[config.mk]
export PLATFORM = sky130hd
export DESIGN_NAME = axil_bus_ctrl
export DESIGN_NICKNAME = d
export VERILOG_FILES = /design/src/hdl/dbus_pkg.sv /design/src/hdl/axil_bus_ctrl.sv
export SDC_FILE = /design/constraint.sdc
export NUM_CORES = 1
export LEC_CHECK = 0
export ABC_AREA = 1
export BUFFER_PORTS_ARGS = -buffer_cell sky130_fd_sc_hd__buf_2
export CAP_MARGIN = 40
export CORE_MARGIN = 3
export CORE_UTILIZATION = 52
export CTS_BUF_LIST = sky130_fd_sc_hd__clkbuf_4
export DETAILED_ROUTE_END_ITERATION = 8
export PLACE_DENSITY = 0.92
export SLEW_MARGIN = 15
export SYNTH_ARGS = -nofsm -noshare
export SYNTH_HDL_FRONTEND = slang
export SYNTH_SLANG_ARGS = --single-unit
[constraint.sdc]
create_clock -name i_clk -period 6.6 [get_ports i_clk]
set_input_delay 1.32 -clock i_clk [delete_from_list [all_inputs] [get_ports i_clk]]
set_output_delay 1.32 -clock i_clk [all_outputs]
set_load 0.01 [all_outputs]
[src/hdl/dbus_pkg.sv]
package dbus_pkg;

    localparam int ADDR_WIDTH     = 32;
    localparam int DATA_WIDTH     = 32;
    localparam int STRB_WIDTH     = DATA_WIDTH / 8;
    localparam int TCM_ADDR_WIDTH = 8;                      // 256 words

    typedef logic [ADDR_WIDTH-1:0]     addr_t;
    typedef logic [DATA_WIDTH-1:0]     data_t;
    typedef logic [STRB_WIDTH-1:0]     strb_t;
    typedef logic [TCM_ADDR_WIDTH-1:0] word_addr_t;
    typedef logic [1:0]                resp_t;

    // address map
    localparam addr_t TCM_BASE  = 32'h0000_0000;
    localparam int    TCM_BYTES = (2 ** TCM_ADDR_WIDTH) * STRB_WIDTH;

    localparam addr_t TIMER_BASE       = 32'h0000_1000;
    localparam addr_t TIMER_COUNT_OFS  = 32'h0000_0000;   // read only
    localparam addr_t TIMER_CMP_OFS    = 32'h0000_0004;
    localparam addr_t TIMER_STATUS_OFS = 32'h0000_0008;   // bit 0, write 1 to clear

    localparam resp_t RESP_OKAY   = 2'b00;
    localparam resp_t RESP_DECERR = 2'b11;

endpackage

[src/hdl/axil_bus_ctrl.sv]
`timescale 1ns/1ps

module axil_bus_ctrl
(
    input  wire                     i_clk,
    input  wire                     i_rst_n,

    input  dbus_pkg::addr_t         i_awaddr,
    input  wire                     i_awvalid,
    output logic                    o_awready,
    input  dbus_pkg::data_t         i_wdata,
    input  dbus_pkg::strb_t         i_wstrb,
    input  wire                     i_wvalid,
    output logic                    o_wready,
    output logic                    o_bvalid,
    output dbus_pkg::resp_t         o_bresp,
    input  wire                     i_bready,
    input  dbus_pkg::addr_t         i_araddr,
    input  wire                     i_arvalid,
    output logic                    o_arready,
    output logic                    o_rvalid,
    output dbus_pkg::data_t         o_rdata,
    output dbus_pkg::resp_t         o_rresp,
    input  wire                     i_rready,

    output dbus_pkg::word_addr_t    o_dev_addr,
    output dbus_pkg::strb_t         o_dev_sel,
    output logic                    o_dev_write,
    output dbus_pkg::data_t         o_dev_wdata,
    output logic                    o_tcm_cs,
    output logic                    o_tmr_cs,
    input  wire                     i_tcm_ack,
    input  dbus_pkg::data_t         i_tcm_rdata,
    input  wire                     i_tmr_ack,
    input  dbus_pkg::data_t         i_tmr_rdata
);

    typedef enum logic [2:0]
    {
        ST_IDLE,
        ST_COLLECT,     // one of aw/w latched
        ST_ACCESS,      // decode, raise select
        ST_WAIT_ACK,
        ST_WRESP,
        ST_RRESP
    } state_t;

    state_t             state;
    logic               ready_en;
    logic               aw_got;
    logic               w_got;
    logic               is_write;
    dbus_pkg::addr_t    r_addr;
    dbus_pkg::data_t    r_wdata;
    dbus_pkg::strb_t    r_wstrb;
    dbus_pkg::addr_t    tmr_ofs;
    logic               hit_tcm;
    logic               hit_tmr;
    logic               aw_hs;
    logic               w_hs;
    logic               ar_hs;
    logic               dev_ack;

    assign o_awready = ready_en && (state == ST_IDLE || state == ST_COLLECT) && !aw_got;
    assign o_wready  = ready_en && (state == ST_IDLE || state == ST_COLLECT) && !w_got;
    assign o_arready = ready_en && (state == ST_IDLE)
                       && !i_awvalid && !i_wvalid;  // writes first

    assign aw_hs = i_awvalid && o_awready;
    assign w_hs  = i_wvalid && o_wready;
    assign ar_hs = i_arvalid && o_arready;

    // address decode, word aligned
    assign hit_tcm = (r_addr & ~dbus_pkg::addr_t'(dbus_pkg::TCM_BYTES - 1))
                     == dbus_pkg::TCM_BASE;
    assign tmr_ofs = (r_addr - dbus_pkg::TIMER_BASE) & ~dbus_pkg::addr_t'(3);
    assign hit_tmr = (tmr_ofs == dbus_pkg::TIMER_COUNT_OFS) ||
                     (tmr_ofs == dbus_pkg::TIMER_CMP_OFS) ||
                     (tmr_ofs == dbus_pkg::TIMER_STATUS_OFS);

    assign o_dev_addr  = r_addr[dbus_pkg::TCM_ADDR_WIDTH+1:2];  // timer words share these bits
    assign o_dev_sel   = is_write ? r_wstrb : '1;
    assign o_dev_write = is_write;
    assign o_dev_wdata = r_wdata;

    assign dev_ack = i_tcm_ack || i_tmr_ack;

    always_ff @(posedge i_clk or negedge i_rst_n)
    begin
        if (!i_rst_n)
        begin
            state    <= ST_IDLE;
            ready_en <= 1'b0;
            aw_got   <= 1'b0;
            w_got    <= 1'b0;
            is_write <= 1'b0;
            o_tcm_cs <= 1'b0;
            o_tmr_cs <= 1'b0;
            o_bvalid <= 1'b0;
            o_rvalid <= 1'b0;
            o_bresp  <= dbus_pkg::RESP_OKAY;
            o_rresp  <= dbus_pkg::RESP_OKAY;
        end
        else
        begin
            ready_en <= 1'b1;  // readies stay low until first edge out of reset
            o_tcm_cs <= 1'b0;  // one-cycle pulses
            o_tmr_cs <= 1'b0;

            case (state)
                ST_IDLE:
                begin
                    if (aw_hs)
                        aw_got <= 1'b1;
                    if (w_hs)
                        w_got <= 1'b1;
                    if (aw_hs && w_hs)
                    begin
                        is_write <= 1'b1;
                        state    <= ST_ACCESS;
                    end
                    else if (aw_hs || w_hs)
                        state <= ST_COLLECT;
                    else if (ar_hs)
                    begin
                        is_write <= 1'b0;
                        state    <= ST_ACCESS;
                    end
                end
                ST_COLLECT:
                begin
                    if (aw_hs)
                        aw_got <= 1'b1;
                    if (w_hs)
                        w_got <= 1'b1;
                    if ((aw_got || aw_hs) && (w_got || w_hs))
                    begin
                        is_write <= 1'b1;
                        state    <= ST_ACCESS;
                    end
                end
                ST_ACCESS:
                begin
                    if (hit_tcm || hit_tmr)
                    begin
                        o_tcm_cs <= hit_tcm;
                        o_tmr_cs <= hit_tmr;
                        state    <= ST_WAIT_ACK;
                    end
                    else if (is_write)
                    begin
                        o_bvalid <= 1'b1;
                        o_bresp  <= dbus_pkg::RESP_DECERR;
                        state    <= ST_WRESP;
                    end
                    else
                    begin
                        o_rvalid <= 1'b1;
                        o_rresp  <= dbus_pkg::RESP_DECERR;
                        state    <= ST_RRESP;
                    end
                end
                ST_WAIT_ACK:
                begin
                    if (dev_ack && is_write)
                    begin
                        o_bvalid <= 1'b1;
                        o_bresp  <= dbus_pkg::RESP_OKAY;
                        state    <= ST_WRESP;
                    end
                    else if (dev_ack)
                    begin
                        o_rvalid <= 1'b1;
                        o_rresp  <= dbus_pkg::RESP_OKAY;
                        state    <= ST_RRESP;
                    end
                end
                ST_WRESP:
                begin
                    if (i_bready)
                    begin
                        o_bvalid <= 1'b0;
                        aw_got   <= 1'b0;
                        w_got    <= 1'b0;
                        state    <= ST_IDLE;
                    end
                end
                ST_RRESP:
                begin
                    if (i_rready)
                    begin
                        o_rvalid <= 1'b0;
                        state    <= ST_IDLE;
                    end
                end
                default:
                    state <= ST_IDLE;
            endcase
        end
    end

    always_ff @(posedge i_clk)
    begin
        if (aw_hs)
            r_addr <= i_awaddr;
        else if (ar_hs)
            r_addr <= i_araddr;

        if (w_hs)
        begin
            r_wdata <= i_wdata;
            r_wstrb <= i_wstrb;
        end

        if (state == ST_ACCESS && !hit_tcm && !hit_tmr)
            o_rdata <= '0;  // decerr reads return zero
        else if (state == ST_WAIT_ACK && dev_ack && !is_write)
            o_rdata <= i_tcm_ack ? i_tcm_rdata : i_tmr_rdata;
    end

endmodule

Word-level counts from Yosys, hierarchy flattened:

Cells that the tools add are included.

* add/subtract/negate cells: 1
* equal/unequal tests: 22
* mux-type cells: 48
* reduce and logical (&&, ||, !) cells: 49

Operators by type and width (number)
* 32-bit 2-to-1 mux: 3
* 32-bit zero test: 2
* 32-bit by 13-bit subtractor with 32-bit output (second input constant): 1
* 30-bit by 1-bit equality test with 1-bit output (second input constant): 1
* 30-bit by 2-bit equality test with 1-bit output (second input constant): 1
* 3-bit 2-to-1 mux: 9
* 1-bit 2-to-1 mux: 20
* 3-bit case mux with 6 select lines: 1
* 1-bit logical AND: 16
* 2-bit != test (second input constant): 8
* 5-bit AND reduction: 3
* 2-bit 2-to-1 mux: 7
* 1-bit logical OR: 8
* 2-bit case mux with 2 select lines: 2
* 4-bit AND reduction: 2
* 2-bit nonzero test: 4
* 1-bit zero test: 7
* 3-bit by 2-bit equality test with 1-bit output (second input constant): 2
* 3-bit equality test (second input constant): 2
* 2-bit by 1-bit != test with 1-bit output (second input constant): 3
* 3-bit != test (second input constant): 2
* 1-bit case mux with 2 select lines: 3
* 1-bit case mux with 3 select lines: 2
* 3-bit AND reduction: 2
* other kinds (8): 9

* bits in registers: 115
* input bits: 173
* output and inout bits: 88
* logic and storage cells: 135

Logic depth before layout (Yosys ltp):

* word-level depth: 9
* depth in mapped cells: 14
* gate-level depth less buffers: 14

Least setup slack after synthesis:

OpenSTA, ideal clock, no wires.

* path type: input to register
* start: in i_wvalid
* end: reg state[1]
* setup time: 65 ps
* arrival time: 4134 ps
* setup slack: 2401 ps
* cell stages on the path: 9
* buffers on the path: 0
* cells stage by stage: inv_1 nor3_2 inv_1 ha_1 a311oi_1 nand3_1 nor2_1 o21ai_1 nand2_1

* cells in the longest elaborated chain, start to end: 5
* elaborated cells between the ends (all ways): 14

RTL lines
* start, declared: RTL line axil_bus_ctrl.sv:13 `input wire i_wvalid,`
* 1-bit logical AND *: RTL line axil_bus_ctrl.sv:70 `assign w_hs = i_wvalid && o_wready;`
* net w_hs: RTL line axil_bus_ctrl.sv:60 `logic w_hs;`
* 1-bit logical OR, on equally long branches: RTL line axil_bus_ctrl.sv:122, axil_bus_ctrl.sv:136
* 3-bit 2-to-1 mux or 1-bit logical AND (tied branches): RTL line axil_bus_ctrl.sv:122, axil_bus_ctrl.sv:136
* 3-bit 2-to-1 mux or 2-bit by 1-bit != test with 1-bit output (tied branches)
* 3-bit case mux with 6 select lines or 5-bit AND reduction (tied branches)
* end signal, assigned: RTL line axil_bus_ctrl.sv:120 `state <= ST_ACCESS;`
* end signal, assigned: RTL line axil_bus_ctrl.sv:123 `state <= ST_COLLECT;`
* end signal, assigned: RTL line axil_bus_ctrl.sv:127 `state <= ST_ACCESS;`
* end, declared: RTL line axil_bus_ctrl.sv:48 `state_t state;`

The timed path passes the listed nets; every way through them passes the cells marked *.
A chain may end at the register's enable or synchronous reset.

Worst setup path in the final report:

* start: in i_wvalid
* end: out o_arready

* cells in the longest elaborated chain, start to end: 2

RTL lines
* 1-bit zero test: RTL line axil_bus_ctrl.sv:67 `&& !i_awvalid && !i_wvalid;`
* 1-bit logical AND: RTL line axil_bus_ctrl.sv:67
* end, declared: RTL line axil_bus_ctrl.sv:20 `output logic o_arready,`

Every way passes these cells.

==> impl_metrics.csv <==
group,metric,value,unit
clock_tree,cts_resized,0,
route,drt_iter0_drc,309,
clock_tree,root_buffer,"clkbuf_4",
route,antenna_left,0,
logic_synthesis,syn_area,5573,sq um
timing,tns,0,ns
critical_path,worstPathCellList,"buf_2 > inv_1 > nand3_1 > nor2_1 > buf_2",
outcome,outcome,"finished, final reports clean",
timing,fmax,303.5,MHz
route,wl_per_cell,14.55,um
clock_tree,clk_latency,0.48,ns
critical_path,cp-end-kind,"primary output",
timing,finalSetupViolCount,0,
grt,grt_use_met1,27.29,%
floorplanning,fp.dieW,109.5,um
cells_and_area,drive_above_1_share,39.93,%
timing,hold_ws,0.4767,ns
logic_synthesis,yosys_warnings,0,
floorplanning,start_util,53.74,%
critical_path,cp_max_fo,3,
timing,fin_crit_sh,49.93,%
route,vias_per_cell,5.033,
critical_path,cp_data_arrival_time,1.98,ns
placed_design,port_buffers,256,
critical_path,path_class,"input pin to primary output",
job,maxCapViolations,0,
timing,slew_headroom,62.93,%
grt,overflow,0,
power,power_density,296.0,nW/um^2
grt,grt_start_max_net_pins,40,
floorplanning,design.core.area,10370,sq um
cells_and_area,final.fill_count,860,
logic_synthesis,synthArstFlopShare,11.71,%
grt,grt_pass1_wl,22600,um
floorplanning,rows,37,
critical_path,critPathMostFrequentCell,"buf_2",
critical_path,max_stage_delay,0.18,ns
critical_path,cp.required,5.28,ns
grt,grtUsageMet3,7.223,%
timing,max_slew.worst_pin.slew,0.5553,ns
grt,grt_pass1_vias,4787,
logic_synthesis,synth_edf_count,66,
floorplanning,die_area,11990,sq um
route,dr.pass1.iters,7,
logic_synthesis,syn-instance-count,630,
timing,hold_viol_final,0,
logic_synthesis,synth_top_flop_cell,"edfxtp_1",
hold_path,hold_path.class,"register to register",
placed_design,gp_congestion,0.8943,
cells_and_area,finalNetCount,1045,
floorplanning,io_pins,261,
grt,grt_util_met2,43.64,%
logic_synthesis,ys_seq_elements,111,
clock_tree,htreeDepth,3,
clock_tree,post-cts-setup-buffers,0,
power,total_power,2.082,mW
floorplanning,die_h,109.5,um
logic_synthesis,syn_nets,806,
placed_design,hpwl,11420,um
clock_tree,clk_path_buf_depth,2,
critical_path,slowest_stage,"buf_2",
clock_tree,cts_made_buffers,9,
route,vias,5088,
clock_tree,clk_pin_slew_worst_paths,0.19,ns
timing,drv_slew,0,
power,vdd_ir_drop_max,0.0001880,V
timing,period_needed,3.295,ns
clock_tree,clock-sinks,111,
route,wl,14710,um
critical_path,start_kind,"input pin",
grt,globalRouteTotalUtil,24.31,%
logic_synthesis,ys_seq_area_share,52.90,%
clock_tree,cts_hold_buf,0,
logic_synthesis,avgSynthCellArea,8.846,sq um
power,p_leak,3.444,nW
logic_synthesis,ys_types,40,
grt,antenna_found_initial,1,
timing,fin_skew,0.01722,ns
clock_tree,cts_tree,"yes",
grt,busiest_layer,"met2",
cells_and_area,area_growth,26.18,%
timing,rsz0062_at_grt,"false",
route,route.detailed.drc,0,
## kinds of logic after synthesis
kind of cell / count (synthesis) / share of synthesized area, %
other: 1 / 0.06729
buffers and inverters: 104 / 8.779
AO/OA/AOI/OAI: 82 / 11.07
AND/OR/NAND/NOR: 328 / 26.36
adder cells (fa/ha/maj): 3 / 0.6736
XOR/XNOR: 1 / 0.1572
flip-flops: 111 / 52.90
## where the power goes
| part | leakage (nW) | switching (mW) | internal, mW |
|---|---|---|---|
| logic | 2.33 | 0.452 | 0.265 |
| registers | 1.03 | 0.0935 | 0.904 |
| clock network | 0.0860 | 0.266 | 0.102 |
## metal layers
metal,vias up,wire (um)
li1,2513,-
met1,2346,5523
met2,198,7699
met3,31,1072
met4,0,412
met5,-,0
## cell usage after synthesis (2+ instances only)
cell type	instances	share of area, %
edfxtp_1	66	36
nand2_2	6	0.67
nor3_4	2	0.58
nand2_4	2	0.40
nand4_1	11	1.2
nor2_1	47	3.2
nand3_2	4	0.72
buf_4	10	1.3
nand3_1	14	1.3
nor2_2	4	0.45
nand2_1	221	15
o211ai_1	32	4.3
ha_1	3	0.67
dfrtp_1	13	5.8
o21ai_0	6	0.54
or2_2	4	0.45
nor3_2	2	0.36
nor3_1	3	0.27
a21oi_1	7	0.63
buf_12	3	1.1
nor2_4	5	1.0
inv_1	61	4.1
clkbuf_1	19	1.3
dfxtp_1	32	11
inv_2	9	0.61
a21oi_2	30	4.7
## area by class of cell
type,instances,area (sq um),area share [%]
tap,136,170.2,2.420
multi-input combinational,415,2142,30.46
inverter,71,271.5,3.861
clock buffer,9,67.56,0.9609
sequential,111,2948,41.92
antenna,1,2.502,0.03559
timing repair buffer,261,1339,19.04
clock inverter,7,91.34,1.299
## state kept, by name (all words and copies together), names as in the netlist
name / cells
r_addr: 30
w_got: 1
ready_en: 1
o_dev_wdata: 32
o_dev_write: 1
o_rresp: 1
aw_got: 1
o_tmr_cs: 1
state: 3
o_rdata: 32
o_bvalid: 1
o_rvalid: 1
r_wstrb: 4
o_bresp: 1
o_tcm_cs: 1
## through the flow
step                      util (%)  std cells  setup WS, ns  cell area, sq um
after floorplan                  -        630         2.401              5573
after global placement       65.91        992         2.559              6835
after detailed placement     66.25        994         3.180              6870
after CTS                    67.78       1010         3.283              7029
after global routing         67.81       1011         3.191              7032
final                        67.81       1011         3.305              7032
## critical path, delay by kind of cell
kind,cells,cell delay [ns]
and+or+nand+nor,2,0.27
buffers and inverters,3,0.39
## layout by cell type, fill, tap and decap left out, types with 4 or more instances in the layout
| cell | instances |
|---|---|
| nor2_2 | 4 |
| dfrtp_1 | 13 |
| inv_2 | 9 |
| o211ai_1 | 32 |
| a21oi_2 | 30 |
| nand3_2 | 4 |
| nand4_1 | 11 |
| o21ai_0 | 6 |
| nand2_1 | 221 |
| clkbuf_4 | 9 |
| inv_1 | 61 |
| dfxtp_1 | 32 |
| or2_2 | 4 |
| nand3_1 | 14 |
| a21oi_1 | 7 |
| nor2_4 | 5 |
| nor2_1 | 47 |
| edfxtp_1 | 66 |
| buf_2 | 256 |
| nand2_2 | 6 |
## final timing paths
check,from,end,slack [ns],cells past startpoint
hold / removal,o_rdata[10]$_SDFFE_PP0P_,o_rdata[10]$_SDFFE_PP0P_,0.48,2
setup reg to reg,state[0]$_DFFE_PN0P_,state[1]$_DFFE_PN0P_,3.55,12
setup / recovery,i_wvalid,o_arready,3.30,5
min in group asynchronous,i_rst_n,w_got$_DFFE_PN0P_,0.70,1
max in group asynchronous,i_rst_n,o_bresp[0]$_DFFE_PN0P_,5.64,1
hold reg to reg,o_rdata[10]$_SDFFE_PP0P_,o_rdata[10]$_SDFFE_PP0P_,0.48,2
Power figures use the tool's default switching activity.
