<file path="src/hdl/dbus_pkg.sv">
package dbus_pkg;

    localparam int ADDR_WIDTH     = 32;
    localparam int DATA_WIDTH     = 32;
    localparam int STRB_WIDTH     = DATA_WIDTH / 8;
    localparam int TCM_ADDR_WIDTH = 8;                      // 256 words

    typedef logic [ADDR_WIDTH-1:0]     addr_t;
    typedef logic [DATA_WIDTH-1:0]     data_t;
    typedef logic [STRB_WIDTH-1:0]     strb_t;
    typedef logic [TCM_ADDR_WIDTH-1:0] word_addr_t;
    typedef logic [1:0]                resp_t;

    // address map
    localparam addr_t TCM_BASE  = 32'h0000_0000;
    localparam int    TCM_BYTES = (2 ** TCM_ADDR_WIDTH) * STRB_WIDTH;

    localparam addr_t TIMER_BASE       = 32'h0000_1000;
    localparam addr_t TIMER_COUNT_OFS  = 32'h0000_0000;   // read only
    localparam addr_t TIMER_CMP_OFS    = 32'h0000_0004;
    localparam addr_t TIMER_STATUS_OFS = 32'h0000_0008;   // bit 0, write 1 to clear

    localparam resp_t RESP_OKAY   = 2'b00;
    localparam resp_t RESP_DECERR = 2'b11;

endpackage

</file>
<file path="src/hdl/timer_regs.sv">
`timescale 1ns/1ps

module timer_regs
(
    input  wire                     i_clk,
    input  wire                     i_rst_n,
    input  wire                     i_cs,
    input  dbus_pkg::word_addr_t    i_addr,
    input  dbus_pkg::strb_t         i_sel,
    input  wire                     i_write,
    input  dbus_pkg::data_t         i_wdata,
    output logic                    o_ack,
    output dbus_pkg::data_t         o_rdata,
    output logic                    o_irq
);

    localparam dbus_pkg::word_addr_t CountWord =
        dbus_pkg::word_addr_t'(dbus_pkg::TIMER_COUNT_OFS >> 2);
    localparam dbus_pkg::word_addr_t CmpWord =
        dbus_pkg::word_addr_t'(dbus_pkg::TIMER_CMP_OFS >> 2);
    localparam dbus_pkg::word_addr_t StatusWord =
        dbus_pkg::word_addr_t'(dbus_pkg::TIMER_STATUS_OFS >> 2);

    dbus_pkg::word_addr_t   r_addr;
    dbus_pkg::strb_t        r_sel;
    dbus_pkg::data_t        r_wdata;
    logic                   r_write;
    dbus_pkg::data_t        r_count;
    dbus_pkg::data_t        r_cmp;
    logic                   r_match;
    logic                   wr_en;

    always_ff @(posedge i_clk)
    begin
        r_addr  <= i_addr;
        r_sel   <= i_sel;
        r_wdata <= i_wdata;
        r_write <= i_write;
    end

    assign wr_en = r_write && o_ack;  // commits at end of ack cycle

    always_ff @(posedge i_clk or negedge i_rst_n)
    begin
        if (!i_rst_n)
        begin
            o_ack   <= 1'b0;
            r_count <= '0;
            r_cmp   <= '1;
            r_match <= 1'b0;
        end
        else
        begin
            o_ack   <= i_cs;
            r_count <= r_count + 1'b1;

            if (wr_en && r_addr == CmpWord)
            begin
                for (int i = 0; i < dbus_pkg::STRB_WIDTH; i++)
                begin
                    if (r_sel[i])
                        r_cmp[i*8 +: 8] <= r_wdata[i*8 +: 8];
                end
            end

            // a new match wins over a clear in the same cycle
            if (r_count == r_cmp)
                r_match <= 1'b1;
            else if (wr_en && r_addr == StatusWord && r_sel[0] && r_wdata[0])
                r_match <= 1'b0;
        end
    end

    always_comb
    begin
        case (r_addr)
            CountWord:  o_rdata = r_count;
            CmpWord:    o_rdata = r_cmp;
            StatusWord: o_rdata = {{(dbus_pkg::DATA_WIDTH-1){1'b0}}, r_match};
            default:    o_rdata = '0;
        endcase
    end

    assign o_irq = r_match;

endmodule

</file>
<file path="config.mk">
export PLATFORM = sky130hd
export DESIGN_NAME = timer_regs
export DESIGN_NICKNAME = d
export VERILOG_FILES = /design/src/hdl/dbus_pkg.sv /design/src/hdl/timer_regs.sv
export SDC_FILE = /design/constraint.sdc
export NUM_CORES = 1
export LEC_CHECK = 0
export ABC_CLOCK_PERIOD_IN_PS = 3650
export BUFFER_PORTS_ARGS = -buffer_cell sky130_fd_sc_hd__buf_2
export CAP_MARGIN = 0
export CORE_AREA = 2 2 115 117
export CTS_BUF_LIST = sky130_fd_sc_hd__clkbuf_4 sky130_fd_sc_hd__clkbuf_8 sky130_fd_sc_hd__clkbuf_16
export DETAILED_ROUTE_END_ITERATION = 8
export DIE_AREA = 0 0 117 119
export GPL_ROUTABILITY_DRIVEN = 0
export HOLD_SLACK_MARGIN = 0.02
export PLACE_DENSITY = 0.64
export SYNTH_ARGS = -nofsm -noshare
export SYNTH_HDL_FRONTEND = slang
export SYNTH_SLANG_ARGS = --single-unit
</file>
<file path="constraint.sdc">
create_clock -name i_clk -period 3.65 [get_ports i_clk]
set_input_delay 0 -clock i_clk [delete_from_list [all_inputs] [get_ports i_clk]]
set_output_delay 0 -clock i_clk [all_outputs]
set_load 0.1 [all_outputs]
</file>
==> Word level (Yosys, flattened, before mapping) <==
Cells that the tools add are included.
{ "op_classes": {"n_addsub": 1, "mul": 0, "div_mod_pow": 0, "order_cmp": 0, "n_eq_ne": 3, "n_shift": 0, "n_mux": 3, "n_bitwise": 0, "reduce_logical": 11} }
{ "ops": {"columns": ["op", "count"], "rows": [
  ["one-hot mux 32 bit (3 select lines)", 1],
  ["adder 32 x 1 -> 32 bit (second input constant)", 1],
  ["equality test 32 bit", 1],
  ["equality test 8 x 1 -> 1 bit (second input constant)", 1],
  ["equality test 8 x 2 -> 1 bit (second input constant)", 1],
  ["zero test 8 bit", 1],
  ["AND reduction 2 bit", 4],
  ["logical AND 1 bit", 5],
  ["two-way mux 1 bit", 2],
  ["nonzero test 2 bit", 1]
]} }
{ "word_totals": {"reg_bits": 111, "latchBits": 0, "mem_bits_rw": 0, "mem_bits_ro": 0, "input_bits": 48, "out_inout_bits": 34, "word_cells": 29, "n_memories": 0} }

==> Depth between registers and ports, before layout <==
Gate-level depths: netlist of the first run.
{ "logic_depth": {"word_depth": 6, "depth_mapped": 6} }

==> Least setup slack after synthesis of the first run <==
Ideal clock, no wire load.
{ "synth_path": {"kind": "register to output", "startpoint": "register r_addr[5]", "endpoint": "output o_rdata[0]", "arrival_ns": 2.426, "path_slack_ns": 1.224, "stages_incl_launch_ff": 4, "path_buffers": 0, "path_cell_list": "dfxtp_1 -> or4_4 -> or2_2 -> nor2_1"} }
{ "synth_between": {"elab_chain_cells": 2} }
{ "synth_lines": {"columns": ["element", "line_no", "source"], "rows": [
  ["start, declared", "timer_regs.sv:24", "dbus_pkg::word_addr_t r_addr;"],
  ["start signal, assigned", "timer_regs.sv:35", "r_addr <= i_addr;"],
  ["equality test 8 x 2 -> 1 bit (tied with other cells)", "timer_regs.sv:76", "case (r_addr)"],
  ["one-hot mux 32 bit (3 select lines) (*)", "timer_regs.sv:76", null],
  ["end, declared", "timer_regs.sv:13", "output dbus_pkg::data_t o_rdata,"]
]} }
Mark *: on every way between the ends. The rest lies on a longest branch, timed or not.

==> Worst setup path after layout of the first run <==
{ "layout_path": {"startpoint": "register r_addr[5]", "endpoint": "output o_rdata[20]"} }
The elaborated chain is that of the path after synthesis.

==> results of run 1 <==
cells by family (layout without fill, tap and decap cells):
logic type	after synthesis	in the layout
DFF	111	111
and+or+nand+nor	81	81
xor gates and xnor gates	62	62
adders and majority gates	1	1
AOI/OAI and AO/OA	34	34
buffers and inverters	17	151
muxes	33	33
synthesized netlist by cell type (all sizes together):
library cell | count | share of area, %
or2 | 3 | 0.43
a22o | 31 | 6.2
nand2b | 1 | 0.14
nand2 | 17 | 1.7
nor3 | 9 | 1.3
clkbuf | 7 | 0.60
nor2b | 1 | 0.14
xor2 | 47 | 9.4
dfstp | 32 | 19
mux2 | 32 | 8.3
dfxtp | 45 | 21
a21oi | 1 | 0.11
nor2 | 10 | 0.86
nor3b | 1 | 0.17
xnor2 | 15 | 3.0
o21ai | 1 | 0.11
ha | 1 | 0.29
nor4 | 12 | 2.4
inv | 4 | 0.34
and4 | 2 | 0.40
or4 | 3 | 0.60
mux2i | 1 | 0.23
nand4 | 10 | 1.6
and3 | 4 | 0.57
buf | 6 | 0.69
o31ai | 1 | 0.17
nand3 | 8 | 0.92
dfrtp | 34 | 19
layer usage:
metal  routed length, um  vias to the layer above  track usage (%)  share of wire (%)
li1                    -                     1449                -                  -
met2                4950                       62             24.3                 50
met3                 354                       15             3.31                3.6
met4                 255                        0             6.25                2.6
met1                4350                     1470             20.2                 44
met5                   0                        -                0                  0
flip-flops by register name (all words and copies together), names as in the netlist:
signal,flops
r_addr,8
r_count,32
r_cmp,32
r_sel,4
o_ack,1
r_wdata,32
r_write,1
o_irq,1
timing repair:
action	CTS	global route
setup endpoints to repair	0	0
hold endpoints to repair	58	0
hold buffers	47	0
area by class of cell:
cell class              count  area [um^2]
fillers                  1224         7140
flip-flops and latches    111         2590
multi-input cells         211         1720
repair buffers            131          898
clock buffers              11          240
well taps                 176          220
clock inverters             5         56.3
inverters                   4         15.0
metrics by stage:
| stage | utilization (%) | hold slack [ps] |
|---|---|---|
| CTS | 44.6 | 260 |
| floorplan | - | -296 |
| finish | 44.6 | 234 |
| global placement | 38.6 | 68.0 |
| detailed placement | 38.6 | 79.3 |
| global route | 44.6 | 282 |
worst min-delay path by stage:
stage / startpoint / to / slack (ps)
after floorplan: i_rst_n / o_ack / -300
after global placement: i_rst_n / r_count[30] / 70
after detailed placement: i_rst_n / r_count[30] / 80
after CTS: i_rst_n / r_count[2] / 260
after global routing: i_wdata[21] / r_wdata[21] / 280
final: i_rst_n / r_count[30] / 230
layout by cell type, fill, tap and decap left out, types with 13 or more instances in the layout:
cell type and count:
dlygate4sd3_1 47, dfxtp_1 45, xnor2_1 15, buf_2 81, dfstp_2 32, a22o_1 31, dfrtp_1 34, mux2_2 32
nand2_1 13, xor2_1 47
power by group through the flow:
stage / clock [mW] / sequential [mW] / combinational, mW
after floorplan: 0 / 1.30 / 0.0181
after global routing: 1.06 / 1.28 / 0.117
after detailed placement: 0 / 1.30 / 0.0690
after CTS: 1.00 / 1.28 / 0.108
after global placement: 0 / 1.30 / 0.0679
final: 0.978 / 1.28 / 0.106
==> results_dict.tcl, run 1 <==
set metrics [dict create \
    max_freq_mhz 370 \
    io_buffers 81 \
    drive_gt1_share_pct 37.4 \
    hold_violations 0 \
    synth-xor-area-share_pct 12.4 \
    drt_iter0_drc 121 \
    cp.required_ps 3650 \
    worst_skew_pair.late_latency_ps 350 \
    tns_ps 0 \
    finClkSkew_ps 11.8 \
    path_delay_family "simple AND/OR/NAND/NOR gates" \
    clk_path_buf_depth 2 \
    vias 2996 \
    ys_seq_area_share_pct 59.4 \
    path_cells "or4_4 -> or2_2 -> nor3_4 -> buf_4 -> a22o_1 -> buf_2" \
    endpoint_kind "output pin" \
    slew_headroom_pct 51.0 \
    crit_buf_inv 2 \
    worstSetupPathDepth 6 \
    dpl_cell_area_mm2 0.00497 \
    grt_max_degree 38 \
    power_switching_uw 491 \
    first_pass_iters 4 \
    grt_pass1_vias 3103 \
    yosysWarnings 0 \
    regToRegStartpoint "r_addr[5]" \
    power_mw 2.36 \
    synth-simple-area-share_pct 11.2 \
    clk_pin_slew_worst_paths_ps 70 \
    cts_buffers 9 \
    fp.dieH_um 119 \
    antenna_cells 0 \
    p_per_area_mw_per_mm2 411 \
    avgRoutedWirePerCell_um 15.3 \
    avgSynthCellArea_um2 12.9 \
    crit_path_end "o_rdata[20]" \
    ir_drop_v 0.000187 \
    comb_power_share_pct 4.5 \
    rsz0062_at_grt "no" \
    path_max_fanout 31 \
    core_area_mm2 0.0129 \
    synth_top_family_by_area "XOR/XNOR gates" \
    antenna_found_initial 0 \
    synthCells 339 \
    slowest_stage "or4_4" \
    syn_area_mm2 0.00437 \
    fin_crit_sh_pct 74.1 \
    tritoncts "yes" \
    worstMarginPinSlew_ps 729 \
    max-cap-violations 0 \
    vias_per_cell 4.62 \
    area_delta_synth_final_pct 31.4 \
    swShare_pct 20.8 \
    status "finished clean" \
    dpl.cell_count 586 \
    grt_pass1_wl_um 16200 \
    arrival_ps 2700 \
    rrSetupSlack_ps 1460 \
    final_cells 649 \
    setup_violations 0 \
    internal_power_mw 1.87 \
    gr-total-overflow 0 \
    postCtsSetupBuffers 0 \
    yosysUniqueCellTypes 33 \
    layout_setup_ws_ps 945 \
    r2r-end "r_cmp[10]" \
    clockPowerShare_pct 41.5 \
    worstSetupStartpoint "r_addr[5]" \
    cts_num_sinks 111 \
    cts-resized-gates 0 \
    min_path_type "in -> async" \
    p_leak_nw 2.77 \
    cts_root_buffer "clkbuf_16" \
    dieArea_mm2 0.0139 \
    synth_compound_area_share_pct 6.62 \
    dpl_worst_slack_ps 1310 \
    wirelength_um 9910 \
    ios 82 \
    fin_crit_ps 2700 \
    track_usage_pct 15.3 \
    startpoint_type "register" \
    ys_ff_latch 111 \
    drcViolationCount 0 \
    reg2reg_depth 4 \
    row_count 42 \
    dp_hpwl_um 7120 \
    max_stage_delay_ps 570 \
    slew_violations 0 \
    htreeDepth 3 \
    synth_nets 388 \
    worst-setup-path-type "reg -> out" \
    ant_nets 0 \
    synthMuxAreaShare_pct 8.48 \
    p_seq_share_pct 54.1 \
    die_w_um 117 \
    synthAdderAreaFrac_pct 0.287 \
    final_cell_area_mm2 0.00574 \
    start_util_pct 33.9 \
    fin_nets 517 \
]
(Power assumes the default switching activity.)
==> inputs of run 2 (changes only) <==
--- a/config.mk
+++ b/config.mk
@@ -5,7 +5,7 @@
 export SDC_FILE = /design/constraint.sdc
 export NUM_CORES = 1
 export LEC_CHECK = 0
-export ABC_CLOCK_PERIOD_IN_PS = 3650
+export ABC_CLOCK_PERIOD_IN_PS = 2580
 export BUFFER_PORTS_ARGS = -buffer_cell sky130_fd_sc_hd__buf_2
 export CAP_MARGIN = 0
 export CORE_AREA = 2 2 115 117
==> constraint.sdc (replaced) <==
create_clock -name i_clk -period 2.58 [get_ports i_clk]
set_input_delay 0 -clock i_clk [delete_from_list [all_inputs] [get_ports i_clk]]
set_output_delay 0 -clock i_clk [all_outputs]
set_load 0.1 [all_outputs]
==> results_dict.tcl, run 2 (same netlist as run 1, synthesis figures left out) <==
set metrics [dict create \
    cts-resized-gates 0 \
    finClkSkew_ps 6.79 \
    antenna_cells 0 \
    gr-total-overflow 0 \
    fin_crit_ps 2400 \
    cts_hold_buf 47 \
    vias_per_cell 4.61 \
    fp.dieH_um 119 \
    htreeDepth 3 \
    max-cap-violations 0 \
    cts_buffers 9 \
    clk_path_buf_depth 2 \
    dpl_worst_slack_ps 446 \
    io_buffers 81 \
    grt_pass1_wl_um 16500 \
    hold_violations 0 \
    path_max_fanout 31 \
    dieArea_mm2 0.0139 \
    cts_root_buffer "clkbuf_16" \
    rrSetupSlack_ps 440 \
    dpl.cell_count 587 \
    cp.required_ps 2580 \
    drt_iter0_drc 113 \
    fin_crit_sh_pct 93.0 \
    worst_skew_pair.late_latency_ps 350 \
    avgRoutedWirePerCell_um 15.6 \
    layout_setup_ws_ps 181 \
    max_freq_mhz 417 \
    first_pass_iters 4 \
    regToRegStartpoint "r_addr[5]" \
    worstMarginPinSlew_ps 776 \
    drive_gt1_share_pct 37.6 \
    status "finished clean" \
    area_delta_synth_final_pct 42.6 \
    endpoint_kind "output pin" \
    die_w_um 117 \
    track_usage_pct 15.8 \
    postCtsSetupBuffers 0 \
    final_cell_area_mm2 0.00622 \
    reg2reg_depth 4 \
    dpl_cell_area_mm2 0.00546 \
    mostFrequentLayoutCells "buf_2, xor2_1, dlygate4sd3_1, dfxtp_1, dfrtp_1" \
    worst-setup-path-type "reg -> out" \
    dp_hpwl_um 7200 \
    wirelength_um 10200 \
    num-fill-cells 1149 \
    clk_pin_slew_worst_paths_ps 70 \
    slew_violations 0 \
    start_util_pct 33.9 \
    final_cells 650 \
    grt_max_degree 35 \
    tritoncts "yes" \
    cts_num_sinks 111 \
    min_path_type "in -> async" \
    antenna_found_initial 0 \
    final_common_cell "buf_2" \
    startpoint_type "register" \
    row_count 42 \
    grt_pass1_vias 3231 \
    setup_violations 0 \
    p_per_area_mw_per_mm2 533 \
    ios 82 \
    vias 2996 \
    fin_nets 518 \
    rsz0062_at_grt "no" \
    ir_drop_v 0.000290 \
    tns_ps 0 \
    ant_nets 0 \
    slew_headroom_pct 47.8 \
    core_area_mm2 0.0129 \
    r2r-end "r_cmp[31]" \
    p_leak_nw 2.87 \
    drcViolationCount 0 \
    arrival_ps 2400 \
    reg_top3 "r_cmp: 32 flops, r_count: 32 flops, r_wdata: 32 flops" \
]
==> run 2: cell type report <==
cell class / instances / area, um^2 / share of cell area [%]
multi-input cells: 211 / 1720 / 27.6
clock buffers: 14 / 287 / 4.60
well taps: 176 / 220 / 3.54
inverters: 4 / 15.0 / 0.241
clock inverters: 2 / 11.3 / 0.181
flip-flops and latches: 111 / 2590 / 41.6
repair buffers: 132 / 1380 / 22.2
==> run 2: worst max-delay path by stage <==
| stage | startpoint | endpoint | slack [ps] | depth (start not counted) |
|---|---|---|---|---|
| after detailed placement | r_addr[5] | r_cmp[11] | 450 | 4 |
| after CTS | r_addr[5] | o_rdata[4] | 170 | 6 |
| after global placement | r_addr[5] | r_cmp[17] | 490 | 4 |
| final | r_addr[5] | o_rdata[13] | 180 | 6 |
| after global routing | r_addr[5] | o_rdata[13] | 100 | 6 |
| after floorplan | r_addr[5] | o_rdata[0] | 150 | 3 |
==> run 2: worst max-delay path, stage by stage (launching register included) <==
cell,delay (ps)
dfxtp_1,300
or4_4,570
or2_2,350
nor3_4,170
buf_12,210
a22o_1,240
buf_12,190
==> run 2: per-stage QoR <==
step                      util, %  hold slack [ps]  power [mW]
after detailed placement     42.4             67.8        1.94
final                        48.3              242        3.32
after global placement       42.4             55.3        1.94
after floorplan                 -             -296        1.86
after CTS                    48.3              253        3.35
after global routing         48.3              282        3.44
==> run 2: power by group <==
| part | internal, mW | total (mW) | switching [mW] |
|---|---|---|---|
| registers | 1.78 | 1.81 | 0.0234 |
| clock network | 0.772 | 1.36 | 0.585 |
| logic | 0.0891 | 0.153 | 0.0640 |
| total | 2.64 | 3.32 | 0.673 |
==> run 2: layer usage <==
layer,vias up,routed length (um),part of all wire [%],GRT usage [%]
li1,1452,-,-,-
met1,1470,4430,44,19.4
met2,57,5190,51,27.1
met3,17,340,3.3,3.21
met4,0,194,1.9,6.03
met5,-,0,0,0
==> inputs of run 3 (changes only) <==
--- a/config.mk
+++ b/config.mk
@@ -15,6 +15,7 @@
 export GPL_ROUTABILITY_DRIVEN = 0
 export HOLD_SLACK_MARGIN = 0.02
 export PLACE_DENSITY = 0.64
+export RECOVER_POWER = 100
 export SYNTH_ARGS = -nofsm -noshare
 export SYNTH_HDL_FRONTEND = slang
 export SYNTH_SLANG_ARGS = --single-unit
==> results_dict.tcl, run 3 (same netlist as run 1, synthesis figures left out) <==
set metrics [dict create \
    die_w_um 117 \
    vias 2993 \
    worst-setup-path-type "reg -> out" \
    endpoint_kind "output pin" \
    min_path_type "in -> reg" \
    final_cells 650 \
    dpl_cell_area_mm2 0.00546 \
    tns_ps 0 \
    dieArea_mm2 0.0139 \
    comb_power_share_pct 4.5 \
    drive_gt1_share_pct 35.0 \
    start_util_pct 33.9 \
    startpoint_type "register" \
    max_freq_mhz 410 \
    hold_ws_ps 273 \
    cts_buffers 9 \
    min_path_cells 2 \
    clk_pin_slew_worst_paths_ps 70 \
    use_met1_pct 19.4 \
    drt_iter0_drc 111 \
    htreeDepth 3 \
    fin_crit_sh_pct 94.6 \
    avgRoutedWirePerCell_um 15.7 \
    grt_pass1_vias 3231 \
    clk_path_buf_depth 2 \
    setup_violations 0 \
    busiest_layer "met2" \
    max-cap-violations 2 \
    drcViolationCount 0 \
    vias_per_cell 4.60 \
    cp.required_ps 2580 \
    power_switching_uw 671 \
    met2_usage_pct 27.1 \
    crit_buf_inv 2 \
    path_cells "or4_4 -> or2_2 -> nor3_2 -> buf_12 -> a22o_1 -> buf_6" \
    row_count 42 \
    area_delta_synth_final_pct 38.0 \
    reg_top3 "r_cmp: 32 flops, r_count: 32 flops, r_wdata: 32 flops" \
    dpl.cell_count 587 \
    arrival_ps 2440 \
    final_cell_area_mm2 0.00603 \
    worstMarginPinSlew_ps 1800 \
    clockPowerShare_pct 41.0 \
    rsz0062_at_grt "no" \
    wirelength_um 10200 \
    ios 82 \
    failed_checks "capacitance limit, slew limit" \
    dpl_worst_slack_ps 446 \
    dp_hpwl_um 7200 \
    antenna_found_initial 0 \
    utilization_pct 46.8 \
    min_from "i_wdata[1]" \
    antenna_cells 0 \
    p_leak_nw 2.79 \
    track_usage_pct 15.8 \
    cts_root_buffer "clkbuf_16" \
    first_pass_iters 4 \
    cts_num_sinks 111 \
    postCtsSetupBuffers 0 \
    finClkSkew_ps 6.97 \
    max_stage_delay_ps 570 \
    swShare_pct 20.3 \
    fin_crit_ps 2440 \
    grt_use_met3_pct 3.21 \
    cts_hold_buf 47 \
    io_buffers 81 \
    layout_setup_ws_ps 139 \
    fin_nets 518 \
    path_delay_family "simple AND/OR/NAND/NOR gates" \
    ant_nets 0 \
    r2r-end "r_count[31]" \
    path_max_fanout 31 \
    slew_violations 68 \
    slew_headroom_pct -20.0 \
    reg2reg_depth 4 \
    gr-total-overflow 0 \
    tritoncts "yes" \
    cts-resized-gates 0 \
    internal_power_mw 2.64 \
    regToRegStartpoint "r_count[3]" \
    hold_violations 0 \
    status "finished, violations left" \
    power_mw 3.31 \
    worst_skew_pair.late_latency_ps 350 \
    p_seq_share_pct 54.5 \
    core_area_mm2 0.0129 \
    grt_max_degree 35 \
    fp.dieH_um 119 \
    mostFrequentLayoutCells "xor2_1, dlygate4sd3_1, buf_2, dfxtp_1, dfrtp_1" \
    rrSetupSlack_ps 400 \
    p_per_area_mw_per_mm2 550 \
    grt_pass1_wl_um 16500 \
    ir_drop_v 0.000290 \
    slowest_stage "or4_4" \
    whs_endpoint "r_wdata[1]" \
]
==> run 3: cell types whose count changed in the layout (fill, tap and decap cells not counted), sizes merged <==
cell	change
buf	-7
clkbuf	+7
==> run 3: metal layers <==
| metal | up-vias | routed length, um |
|---|---|---|
| met5 | - | 0 |
| met4 | 0 | 194 |
| met3 | 17 | 335 |
| met2 | 59 | 5210 |
| met1 | 1467 | 4440 |
| li1 | 1450 | - |
==> run 3: worst max path at each step <==
stage,endpoint,depth (start not counted),from
2_1_floorplan,o_rdata[0],3,r_addr[5]
3_3_place_gp,r_cmp[17],4,r_addr[5]
3_5_place_dp,r_cmp[11],4,r_addr[5]
4_1_cts,o_rdata[4],6,r_addr[5]
5_1_grt,o_rdata[5],6,r_addr[5]
6_report,o_rdata[4],6,r_addr[5]
==> run 3: power groups by stage <==
stage / clock (mW) / combinational [mW] / sequential, mW
2_1_floorplan: 0 / 0.0256 / 1.84
3_3_place_gp: 0 / 0.0956 / 1.84
3_5_place_dp: 0 / 0.0992 / 1.84
4_1_cts: 1.39 / 0.154 / 1.81
5_1_grt: 1.46 / 0.166 / 1.81
6_report: 1.36 / 0.150 / 1.81
==> run 3: worst register-to-register path, cell delays in order, from the launching register on <==
cell and delay [ps]:
dfrtp_1 480, nand4_1 230, or4_1 790, nor4_1 440, xor2_1 180
==> run 3: area by class of cell <==
type / instances / area (um^2)
fillers: 1191 / 6850
flip-flops and latches: 111 / 2590
repair buffers: 132 / 1220
clock inverters: 2 / 11.3
clock buffers: 14 / 287
well taps: 176 / 220
multi-input cells: 211 / 1680
inverters: 4 / 15.0
